[src/sb_bridge_pkg.sv]
// sideband bridge shared definitions

package sb_bridge_pkg;

  // ------------------------------------------------------------
  // message format
  // ------------------------------------------------------------

  // payload bits carried by every flit
  localparam int pld_w = 32;

  // the opcode sits in bits 23:16 of the first flit of a message
  localparam int opc_lsb = 16;
  localparam int opc_w = 8;

  // posted/completion and non-posted
  localparam int num_chan = 2;

  // one flit as it moves through the bridge
  typedef struct packed {
    logic             eom;
    logic [pld_w-1:0] payload;
  } flit_t;

  // channel number, also used to index the per channel stage arrays
  typedef enum logic [0:0] {
    chan_pc = 1'b0,
    chan_np = 1'b1
  } chan_e;

  // register access opcodes, all of them kept out of the forward path
  typedef enum logic [opc_w-1:0] {
    op_mrd   = 8'h00,
    op_mwr   = 8'h01,
    op_iord  = 8'h02,
    op_iowr  = 8'h03,
    op_cfgrd = 8'h04,
    op_cfgwr = 8'h05,
    op_crrd  = 8'h06,
    op_crwr  = 8'h07
  } opcode_e;

  // per channel message tracking in the classifier
  typedef enum logic [1:0] {
    st_first = 2'd0,
    st_fwd   = 2'd1,
    st_drop  = 2'd2
  } msg_state_e;

  // true for any of the eight register access opcodes
  function automatic logic is_regacc(input logic [opc_w-1:0] opc);
    case (opcode_e'(opc))
      op_mrd, op_mwr, op_iord, op_iowr,
      op_cfgrd, op_cfgwr, op_crrd, op_crwr: return 1'b1;
      default: return 1'b0;
    endcase
  endfunction

endpackage
[src/egress_select.sv]
// egress channel selector

`timescale 1ns/1ps

module egress_select (
  input  logic                                                       side_clk,
  input  logic                                                       side_rst_b,
  input  logic                 [sb_bridge_pkg::num_chan-1:0]         valid,
  input  sb_bridge_pkg::flit_t [sb_bridge_pkg::num_chan-1:0]         stage_flit,
  input  logic                                                       m_trdy,
  output logic                                                       m_put,
  output logic                                                       m_np,
  output sb_bridge_pkg::flit_t                                       m_flit,
  output logic                 [sb_bridge_pkg::num_chan-1:0]         pop,
  output logic                                                       pc_free,
  output logic                                                       np_free
);

  // message in progress on egress, one flag per channel
  logic [sb_bridge_pkg::num_chan-1:0] msgip_q;

  // a flit was offered and not taken on the previous cycle
  logic stall_q;
  sb_bridge_pkg::chan_e sel_q;

  sb_bridge_pkg::chan_e sel;
  logic xfer;

  // ------------------------------------------------------------
  // channel choice
  // ------------------------------------------------------------

  // a locked channel owns the port until its eom goes out, and a
  // stalled offer keeps its channel so the flit stays put
  // otherwise pc is preferred over np
  always_comb begin
    if (msgip_q[sb_bridge_pkg::chan_np]) begin
      sel = sb_bridge_pkg::chan_np;
    end else if (msgip_q[sb_bridge_pkg::chan_pc]) begin
      sel = sb_bridge_pkg::chan_pc;
    end else if (stall_q) begin
      sel = sel_q;
    end else if (valid[sb_bridge_pkg::chan_pc]) begin
      sel = sb_bridge_pkg::chan_pc;
    end else begin
      sel = sb_bridge_pkg::chan_np;
    end
  end

  assign m_put  = valid[sel];
  assign m_np   = (sel == sb_bridge_pkg::chan_np);
  assign m_flit = stage_flit[sel];
  assign xfer   = m_put & m_trdy;

  always_comb begin
    for (int ch = 0; ch < sb_bridge_pkg::num_chan; ch++) begin
      pop[ch] = xfer & (sel == sb_bridge_pkg::chan_e'(ch));
    end
  end

  // ------------------------------------------------------------
  // lock and stall tracking
  // ------------------------------------------------------------

  always_ff @(posedge side_clk or negedge side_rst_b) begin
    if (!side_rst_b) begin
      msgip_q <= '0;
      stall_q <= 1'b0;
      sel_q   <= sb_bridge_pkg::chan_pc;
    end else begin
      if (xfer) begin
        msgip_q[sel] <= ~m_flit.eom;
      end
      stall_q <= m_put & ~m_trdy;
      sel_q   <= sel;
    end
  end

  // ------------------------------------------------------------
  // free signals
  // ------------------------------------------------------------

  // a stage is free when empty or when its flit leaves this cycle
  assign pc_free = ~valid[sb_bridge_pkg::chan_pc] | pop[sb_bridge_pkg::chan_pc];

  // np also waits for any pending or partly sent pc message, unless
  // an np message is already underway and must be allowed to finish
  assign np_free = (~valid[sb_bridge_pkg::chan_np] | pop[sb_bridge_pkg::chan_np]) &
                   (msgip_q[sb_bridge_pkg::chan_np] |
                    ~(msgip_q[sb_bridge_pkg::chan_pc] | valid[sb_bridge_pkg::chan_pc]));

  // an offered flit may not change or vanish before the receiver takes it
  a_hold_offer: assert property (
    @(posedge side_clk) disable iff (!side_rst_b)
    (m_put && !m_trdy) |=> (m_put && $stable(m_flit) && $stable(m_np))
  );

endmodule

[src/flit_classifier.sv]
// ingress message classifier

`timescale 1ns/1ps

module flit_classifier (
  input  logic                                side_clk,
  input  logic                                side_rst_b,
  input  logic                                pc_put,
  input  logic                                np_put,
  input  sb_bridge_pkg::flit_t                in_flit,
  output logic [sb_bridge_pkg::num_chan-1:0] load,
  output sb_bridge_pkg::flit_t                load_flit,
  output logic                                regacc_drop
);

  // put strobes gathered into one vector indexed by channel
  logic [sb_bridge_pkg::num_chan-1:0] put;

  // eom of a dropped message seen on a channel this cycle
  logic [sb_bridge_pkg::num_chan-1:0] drop_eom;

  // opcode decode of the flit on the shared ingress bus
  logic first_regacc;

  sb_bridge_pkg::msg_state_e state_q [sb_bridge_pkg::num_chan];
  sb_bridge_pkg::msg_state_e state_d [sb_bridge_pkg::num_chan];

  assign put[sb_bridge_pkg::chan_pc] = pc_put;
  assign put[sb_bridge_pkg::chan_np] = np_put;

  // only meaningful when the channel being put is in st_first
  assign first_regacc =
    sb_bridge_pkg::is_regacc(in_flit.payload[sb_bridge_pkg::opc_lsb +: sb_bridge_pkg::opc_w]);

  // both stages see the same flit, load picks which one captures it
  assign load_flit = in_flit;

  // ------------------------------------------------------------
  // claim or ignore tracking
  // ------------------------------------------------------------

  // the first flit decides the fate of the whole message and the
  // state then remembers it until the eom flit goes by
  always_comb begin
    for (int ch = 0; ch < sb_bridge_pkg::num_chan; ch++) begin
      state_d[ch]  = state_q[ch];
      load[ch]     = 1'b0;
      drop_eom[ch] = 1'b0;
      if (put[ch]) begin
        case (state_q[ch])
          sb_bridge_pkg::st_first: begin
            load[ch]     = ~first_regacc;
            drop_eom[ch] = first_regacc & in_flit.eom;
            // a single flit message leaves the state in st_first
            if (!in_flit.eom) begin
              state_d[ch] = first_regacc ? sb_bridge_pkg::st_drop : sb_bridge_pkg::st_fwd;
            end
          end
          sb_bridge_pkg::st_fwd: begin
            load[ch] = 1'b1;
            if (in_flit.eom) begin
              state_d[ch] = sb_bridge_pkg::st_first;
            end
          end
          sb_bridge_pkg::st_drop: begin
            // body flits of a dropped message are simply swallowed
            drop_eom[ch] = in_flit.eom;
            if (in_flit.eom) begin
              state_d[ch] = sb_bridge_pkg::st_first;
            end
          end
          default: begin
            state_d[ch] = sb_bridge_pkg::st_first;
          end
        endcase
      end
    end
  end

  always_ff @(posedge side_clk or negedge side_rst_b) begin
    if (!side_rst_b) begin
      for (int ch = 0; ch < sb_bridge_pkg::num_chan; ch++) begin
        state_q[ch] <= sb_bridge_pkg::st_first;
      end
      regacc_drop <= 1'b0;
    end else begin
      state_q     <= state_d;
      // one pulse per dropped message, one cycle after its eom edge
      regacc_drop <= |drop_eom;
    end
  end

  // the sender shares one flit bus between the two channels
  a_one_put: assert property (
    @(posedge side_clk) disable iff (!side_rst_b)
    !(pc_put && np_put)
  );

endmodule

[src/flit_stage.sv]
// one flit channel holding stage

`timescale 1ns/1ps

module flit_stage (
  input  logic                 side_clk,
  input  logic                 side_rst_b,
  input  logic                 load,
  input  sb_bridge_pkg::flit_t load_flit,
  input  logic                 pop,
  output logic                 valid,
  output sb_bridge_pkg::flit_t stage_flit
);

  // ------------------------------------------------------------
  // occupancy
  // ------------------------------------------------------------

  // load wins over pop, so a flit can be replaced in the same
  // cycle that the previous one leaves on the egress port
  always_ff @(posedge side_clk or negedge side_rst_b) begin
    if (!side_rst_b) begin
      valid <= 1'b0;
    end else if (load) begin
      valid <= 1'b1;
    end else if (pop) begin
      valid <= 1'b0;
    end
  end

  // ------------------------------------------------------------
  // flit register
  // ------------------------------------------------------------

  // contents only matter while valid is high
  always_ff @(posedge side_clk) begin
    if (load) begin
      stage_flit <= load_flit;
    end
  end

  // the free signal from the selector must keep the sender from
  // overwriting a flit that has not been accepted yet
  a_no_overrun: assert property (
    @(posedge side_clk) disable iff (!side_rst_b)
    load |-> (!valid || pop)
  );

endmodule

[src/sb_bridge.sv]
// sideband message bridge core

`timescale 1ns/1ps

module sb_bridge (
  input  logic                 side_clk,
  input  logic                 side_rst_b,
  input  logic                 pc_put,
  input  logic                 np_put,
  input  sb_bridge_pkg::flit_t in_flit,
  output logic                 pc_free,
  output logic                 np_free,
  output logic                 m_put,
  output logic                 m_np,
  output sb_bridge_pkg::flit_t m_flit,
  input  logic                 m_trdy,
  output logic                 regacc_drop
);

  // ------------------------------------------------------------
  // internal nets
  // ------------------------------------------------------------

  // classifier to stages
  logic [sb_bridge_pkg::num_chan-1:0] load;
  sb_bridge_pkg::flit_t               load_flit;

  // stages to selector and back
  logic                 [sb_bridge_pkg::num_chan-1:0] valid;
  sb_bridge_pkg::flit_t [sb_bridge_pkg::num_chan-1:0] stage_flit;
  logic                 [sb_bridge_pkg::num_chan-1:0] pop;

  // first flit decode and register access filtering
  flit_classifier classifier_inst (
    .side_clk    (side_clk),
    .side_rst_b  (side_rst_b),
    .pc_put      (pc_put),
    .np_put      (np_put),
    .in_flit     (in_flit),
    .load        (load),
    .load_flit   (load_flit),
    .regacc_drop (regacc_drop)
  );

  // one holding stage per channel, indexed by chan_e
  for (genvar g = 0; g < sb_bridge_pkg::num_chan; g++) begin : gen_stage
    flit_stage stage_inst (
      .side_clk   (side_clk),
      .side_rst_b (side_rst_b),
      .load       (load[g]),
      .load_flit  (load_flit),
      .pop        (pop[g]),
      .valid      (valid[g]),
      .stage_flit (stage_flit[g])
    );
  end

  // drains both stages onto the single egress port
  egress_select selector_inst (
    .side_clk   (side_clk),
    .side_rst_b (side_rst_b),
    .valid      (valid),
    .stage_flit (stage_flit),
    .m_trdy     (m_trdy),
    .m_put      (m_put),
    .m_np       (m_np),
    .m_flit     (m_flit),
    .pop        (pop),
    .pc_free    (pc_free),
    .np_free    (np_free)
  );

endmodule

[config.mk]
export PLATFORM = sky130hd
export DESIGN_NAME = sb_bridge
export DESIGN_NICKNAME = d
export VERILOG_FILES = /design/src/sb_bridge_pkg.sv /design/src/egress_select.sv /design/src/flit_classifier.sv /design/src/flit_stage.sv /design/src/sb_bridge.sv
export SDC_FILE = /design/constraint.sdc
export NUM_CORES = 1
export LEC_CHECK = 0
export ABC_AREA = 1
export BUFFER_PORTS_ARGS = -buffer_cell sky130_fd_sc_hd__buf_2
export CAP_MARGIN = 10
export CORE_ASPECT_RATIO = 1.25
export CORE_MARGIN = 1
export CORE_UTILIZATION = 30
export DETAILED_ROUTE_END_ITERATION = 16
export GPL_TIMING_DRIVEN = 1
export PLACE_DENSITY = 0.49
export SKIP_CTS_REPAIR_TIMING = 1
export SYNTH_ARGS = -nofsm -noshare
export SYNTH_HDL_FRONTEND = slang
export SYNTH_SLANG_ARGS = --single-unit
[constraint.sdc]
create_clock -name side_clk -period 2 [get_ports side_clk]
set_input_delay 0.1 -clock side_clk [delete_from_list [all_inputs] [get_ports side_clk]]
set_output_delay 0.1 -clock side_clk [all_outputs]
set_load 0.1 [all_outputs]
==> impl_metrics.env, run 1 <==
export IMPL_status="finished clean"
export IMPL_crit_path_max_fanout=10
export IMPL_cp_required_ns=1.90
export IMPL_synthArstFlopShare_pct=14.3
export IMPL_crit_path_start_kind="register"
export IMPL_io_pins=76
export IMPL_drt_first_pass_iters=4
export IMPL_synth_most_common_cell="nand2_1"
export IMPL_antenna_found_initial=0
export IMPL_synth_cell_area_um2=3130
export IMPL_synth_ff_type="edfxtp_1"
export IMPL_grt_pass1_vias=2104
export IMPL_diodes=0
export IMPL_utilization_pct=49.2
export IMPL_synth_edf_count=66
export IMPL_vias_per_cell=4.41
export IMPL_insertion_delay_ns=0.33
export IMPL_clock_skew_ns=0.00655
export IMPL_area_growth_syn_to_layout_pct=58.6
export IMPL_ys_types=18
export IMPL_cp_arrival_ns=1.83
export IMPL_syn_inst=268
export IMPL_drc=0
export IMPL_worstRegToRegCells=7
export IMPL_setup_viol=0
export IMPL_grtUsageTotal_pct=13.3
export IMPL_hold_violations=0
export IMPL_start_util_pct=31.0
export IMPL_num_vias=2324
export IMPL_avgSynthCellArea_um2=11.7
export IMPL_synth_top_area_cell="edfxtp_1"
export IMPL_design_die_area_um2=10900
export IMPL_fmax_mhz=519
export IMPL_numCtsBuffers=9
export IMPL_fin_nets=437
export IMPL_chipHeight_um=116
export IMPL_rsz0062_at_grt="yes"
export IMPL_cts_buffer_depth=2
export IMPL_clkSinkCount=77
export IMPL_io_buffers=75
export IMPL_wl_per_cell_um=13.5
export IMPL_hold_class="in2reg"
export IMPL_synth_seq_area_share_pct=72.0
export IMPL_syn_nets=312
export IMPL_grt_ovfl_total=0
export IMPL_synthTopCellsByArea="edfxtp_1 63%, nand2_1 12%, dfrtp_1 8.8%, nand3_1 6.1%, ha_1 2.4%"
export IMPL_fin_tns_setup_ns=0
export IMPL_worst_pin_slew_ns=0.486
export IMPL_timing_final_crit_share_pct=96.3
export IMPL_maxCapViolCount=0
export IMPL_cts_tree="done"
export IMPL_grt_max_degree=33
export IMPL_cts_root_buf="clkbuf_16"
export IMPL_gp_congestion=0.725
export IMPL_crit_path_end_kind="output pin"
export IMPL_crit_type="reg2out"
export IMPL_drive_gt1_share_pct=27.9
export IMPL_fin_crit_ns=1.93
export IMPL_slew_headroom_pct=67.8
export IMPL_drt_iter0_markers=85
export IMPL_final_max_slew_violation_count=0
export IMPL_synth_commonest_cells="99 x nand2_1, 66 x edfxtp_1, 38 x nand3_1"
export IMPL_h_tree_depth=3
export IMPL_wl_um=7140
export IMPL_synth_seq_cells=77
export IMPL_core_area_um2=10100
export IMPL_clkTransAtPathRegs_ns=0.06
export IMPL_synth_top_area_share_pct=63.3
export IMPL_fp_row_count=41
export IMPL_grt_pass1_wl_um=10500
export IMPL_detail_route_antenna_nets=0
export IMPL_hold_depth=3
export IMPL_dp_hpwl_um=4530
export IMPL_ys_warn_count=0
export IMPL_die_w_um=93.4
==> critical path, stage by stage, from the launching register on <==
cell	delay, ns
dfrtp_1	0.43
nand2_1	0.13
nand3_4	0.17
buf_4	0.23
nand2_4	0.17
nand2_1	0.07
nand2_1	0.11
buf_12	0.18
==> registers in the layout, indices dropped and copies added, names as in the netlist <==
signal                           flops
classifier_inst.regacc_drop          1
gen_stage.stage_inst.stage_flit     66
selector_inst.msgip_q                2
gen_stage.stage_inst.valid           2
selector_inst.stall_q                1
selector_inst.sel_q                  1
classifier_inst.state_q              4
==> placed cells by master (no fill, tap or decap), drive strengths merged <==
master       netlist  final
bufinv             0      1
clkinv             0      3
ha                 6      6
clkbuf             3     10
clkinvlp           0      1
dfrtp             11     11
inv               20     21
nor2               6      6
edfxtp            66     66
nand3b             1      1
nand2            100    101
a21oi              6      6
nand3             39     39
dlygate4sd3        0     34
buf                6     88
o21ai              4      4
==> final timing paths <==
check                                              startpoint                                     to  slack, ns
worst min register to register     classifier_inst.state_q[2]             classifier_inst.state_q[2]       0.54
min in group asynchronous                          side_rst_b             classifier_inst.state_q[3]       0.19
max in group asynchronous                          side_rst_b               selector_inst.msgip_q[1]       1.60
worst max-delay path            gen_stage[0].stage_inst.valid                              m_flit[2]       0.07
worst min-delay path                                   np_put            classifier_inst.regacc_drop      0.003
worst max register to register     classifier_inst.state_q[2]  gen_stage[0].stage_inst.stage_flit[8]       0.42
==> layer usage <==
metal | vias up | part of all wire [%] | track usage [%]
met5 | - | 0 | 0
met4 | 0 | 1.9 | 6.97
met3 | 12 | 3.6 | 3.65
met2 | 59 | 54 | 23.6
met1 | 1099 | 40 | 14.6
li1 | 1154 | - | -
==> through the flow <==
step / cells / instance area, um^2 / setup slack (ns) / hold slack [ns]
2_1_floorplan: 268 / 3140 / 0.0878 / -0.196
3_3_place_gp: 470 / 4260 / 0.243 / -0.00732
3_5_place_dp: 470 / 4260 / 0.213 / -0.00644
4_1_cts: 486 / 4550 / -0.141 / -0.361
5_1_grt: 527 / 4970 / -0.0287 / 0.0144
6_report: 527 / 4970 / 0.0747 / 0.00280
==> cell type report <==
type	instances	area, um^2
Clock buffer	10	229
Inverter	20	75.1
Clock inverter	6	61.3
Fill cell	895	5140
Multi-Input combinational cell	163	783
Sequential cell	77	2260
Timing Repair Buffer	122	1400
Tap cell	129	161
==> logic make-up (layout without fill, tap and decap cells) <==
logic type      Yosys count  in the layout  synth area share (%)
flops                    77             77                  72.0
compound gates           10             10                  1.72
fa+ha+maj                 6              6                  2.40
buf+inv                  29            158                  3.95
simple gates            146            147                  19.9
Power of run 1 is left out: the tool's default activity adds up to more than one toggle a clock period on the data nets, which glitch-free logic cannot reach.
==> run 2, diff against run 1 <==
Settings changed: BUFFER_PORTS_ARGS -buffer_cell sky130_fd_sc_hd__buf_2 to unset, DONT_BUFFER_PORTS set to 1, PLACE_DENSITY 0.49 to 0.42.
==> run 2 against run 1 <==
  * Register-to-register slack got worse by 0.03 ns
  * Final area fell by 4.0%
  * Core utilization down 2.0 points
  * Critical path depth down 1
  * Fmax increased by 2.1%
  * Die area did not move
  * Worst hold slack better by 0.0076 ns
  * Global-route usage shrank 0.32 points
  * Largest cell class unchanged
==> impl_metrics.env, run 2 (same netlist as run 1, synthesis figures left out) <==
export IMPL_hold_class="in2reg"
export IMPL_grt_pass1_vias=1985
export IMPL_crit_path_max_fanout=12
export IMPL_fp_row_count=41
export IMPL_final_max_slew_violation_count=0
export IMPL_clock_skew_ns=0.00388
export IMPL_slew_headroom_pct=63.3
export IMPL_grt_pass1_wl_um=10300
export IMPL_cts_buffer_depth=2
export IMPL_use_met3_pct=4.49
export IMPL_grt_max_degree=28
export IMPL_detail_route_antenna_nets=0
export IMPL_crit_type="reg2out"
export IMPL_diodes=0
export IMPL_hold_violations=0
export IMPL_setup_viol=0
export IMPL_drt_iter0_markers=76
export IMPL_dp_hpwl_um=4400
export IMPL_grt_ovfl_total=0
export IMPL_cp_required_ns=1.90
export IMPL_status="finished clean"
export IMPL_die_w_um=93.4
export IMPL_drc=0
export IMPL_grtUsageTotal_pct=13.0
export IMPL_io_pins=76
export IMPL_clkTransAtPathRegs_ns=0.06
export IMPL_cts_root_buf="clkbuf_16"
export IMPL_largestRegisters="gen_stage.stage_inst.stage_flit (66), classifier_inst.state_q (4)"
export IMPL_rsz0062_at_grt="no"
export IMPL_final_cell_mix="99 x nand2_1, 66 x edfxtp_1, 38 x nand3_1, 38 x dlygate4sd3_1, 37 x buf_12"
export IMPL_start_util_pct=31.0
export IMPL_cp_arrival_ns=1.79
export IMPL_use_met1_pct=15.0
export IMPL_layout_commonest_cell="nand2_1"
export IMPL_fin_hold_ws_ns=0.0104
export IMPL_core_area_um2=10100
export IMPL_numCtsBuffers=9
export IMPL_vias_per_cell=4.42
export IMPL_io_buffers=0
export IMPL_cts_tree="done"
export IMPL_clkSinkCount=77
export IMPL_crit_path_end_kind="output pin"
export IMPL_fmax_mhz=531
export IMPL_fin_nets=402
export IMPL_num_vias=2174
export IMPL_insertion_delay_ns=0.33
export IMPL_wl_um=6920
export IMPL_antenna_found_initial=0
export IMPL_chipHeight_um=116
export IMPL_worst_pin_slew_ns=0.549
export IMPL_area_growth_syn_to_layout_pct=52.2
export IMPL_timing_final_crit_share_pct=94.3
export IMPL_fin_crit_ns=1.89
export IMPL_regMostFlops="gen_stage.stage_inst.stage_flit"
export IMPL_drive_gt1_share_pct=19.3
export IMPL_gp_congestion=0.734
export IMPL_h_tree_depth=3
export IMPL_crit_path_start_kind="register"
export IMPL_maxCapViolCount=0
export IMPL_largest_reg_flops=66
export IMPL_wl_per_cell_um=14.1
export IMPL_drt_first_pass_iters=4
export IMPL_grt_busiest_layer="met2"
export IMPL_grtUsageMet2_pct=21.2
export IMPL_design_die_area_um2=10900
==> run 2: cell types whose count changed in the layout (fill, tap and decap cells not counted), sizes merged <==
cell / previous run / this run
buf: 88 / 49
dlygate4sd3: 34 / 38
clkbuf: 10 / 11
inv: 21 / 20
==> run 2: cell type report <==
type / count / area [um^2]
inverters: 20 / 75.1
multi-input cells: 163 / 776
clock inverters: 5 / 51.3
repair buffers: 87 / 1210
clock buffers: 11 / 233
flip-flops and latches: 77 / 2260
fillers: 917 / 5340
well taps: 129 / 161
==> run 2: worst paths after layout <==
| kind | depth (start not counted) | startpoint | slack [ns] | endpoint |
|---|---|---|---|---|
| max in group asynchronous | 1 | side_rst_b | 1.44 | selector_inst.sel_q |
| min in group asynchronous | 1 | side_rst_b | 0.20 | classifier_inst.state_q[0] |
| min reg2reg | 2 | selector_inst.msgip_q[1] | 0.53 | selector_inst.msgip_q[1] |
| max | 6 | gen_stage[0].stage_inst.valid | 0.11 | np_free |
| min | 2 | np_put | 0.01 | classifier_inst.state_q[1] |
| max reg2reg | 7 | classifier_inst.state_q[0] | 0.39 | gen_stage[1].stage_inst.stage_flit[24] |
==> run 2: per-stage QoR <==
step / setup WS (ns) / cells / setup TNS [ns] / cell area, um^2 / util, %
after floorplan: 0.0878 / 268 / 0 / 3140 / -
after global placement: 0.286 / 435 / 0 / 4070 / 40.2
after detailed placement: 0.280 / 435 / 0 / 4070 / 40.2
after CTS: -0.0913 / 451 / -0.547 / 4350 / 43.0
after global routing: 0.00241 / 492 / 0 / 4770 / 47.2
final: 0.115 / 492 / 0 / 4770 / 47.2
==> run 2: per-layer routing <==
layer	up-vias	wire [um]
met4	0	133
met1	1018	2960
li1	1087	-
met2	58	3490
met3	11	337
met5	-	0
==> run 2: critical path, stage by stage (launching register included) <==
cell	delay, ns
dfrtp_1	0.41
nand2_1	0.12
nand3_4	0.21
nand2_8	0.18
nand3_1	0.13
a21oi_2	0.20
buf_12	0.19
Power of run 2 is left out for the same reason.
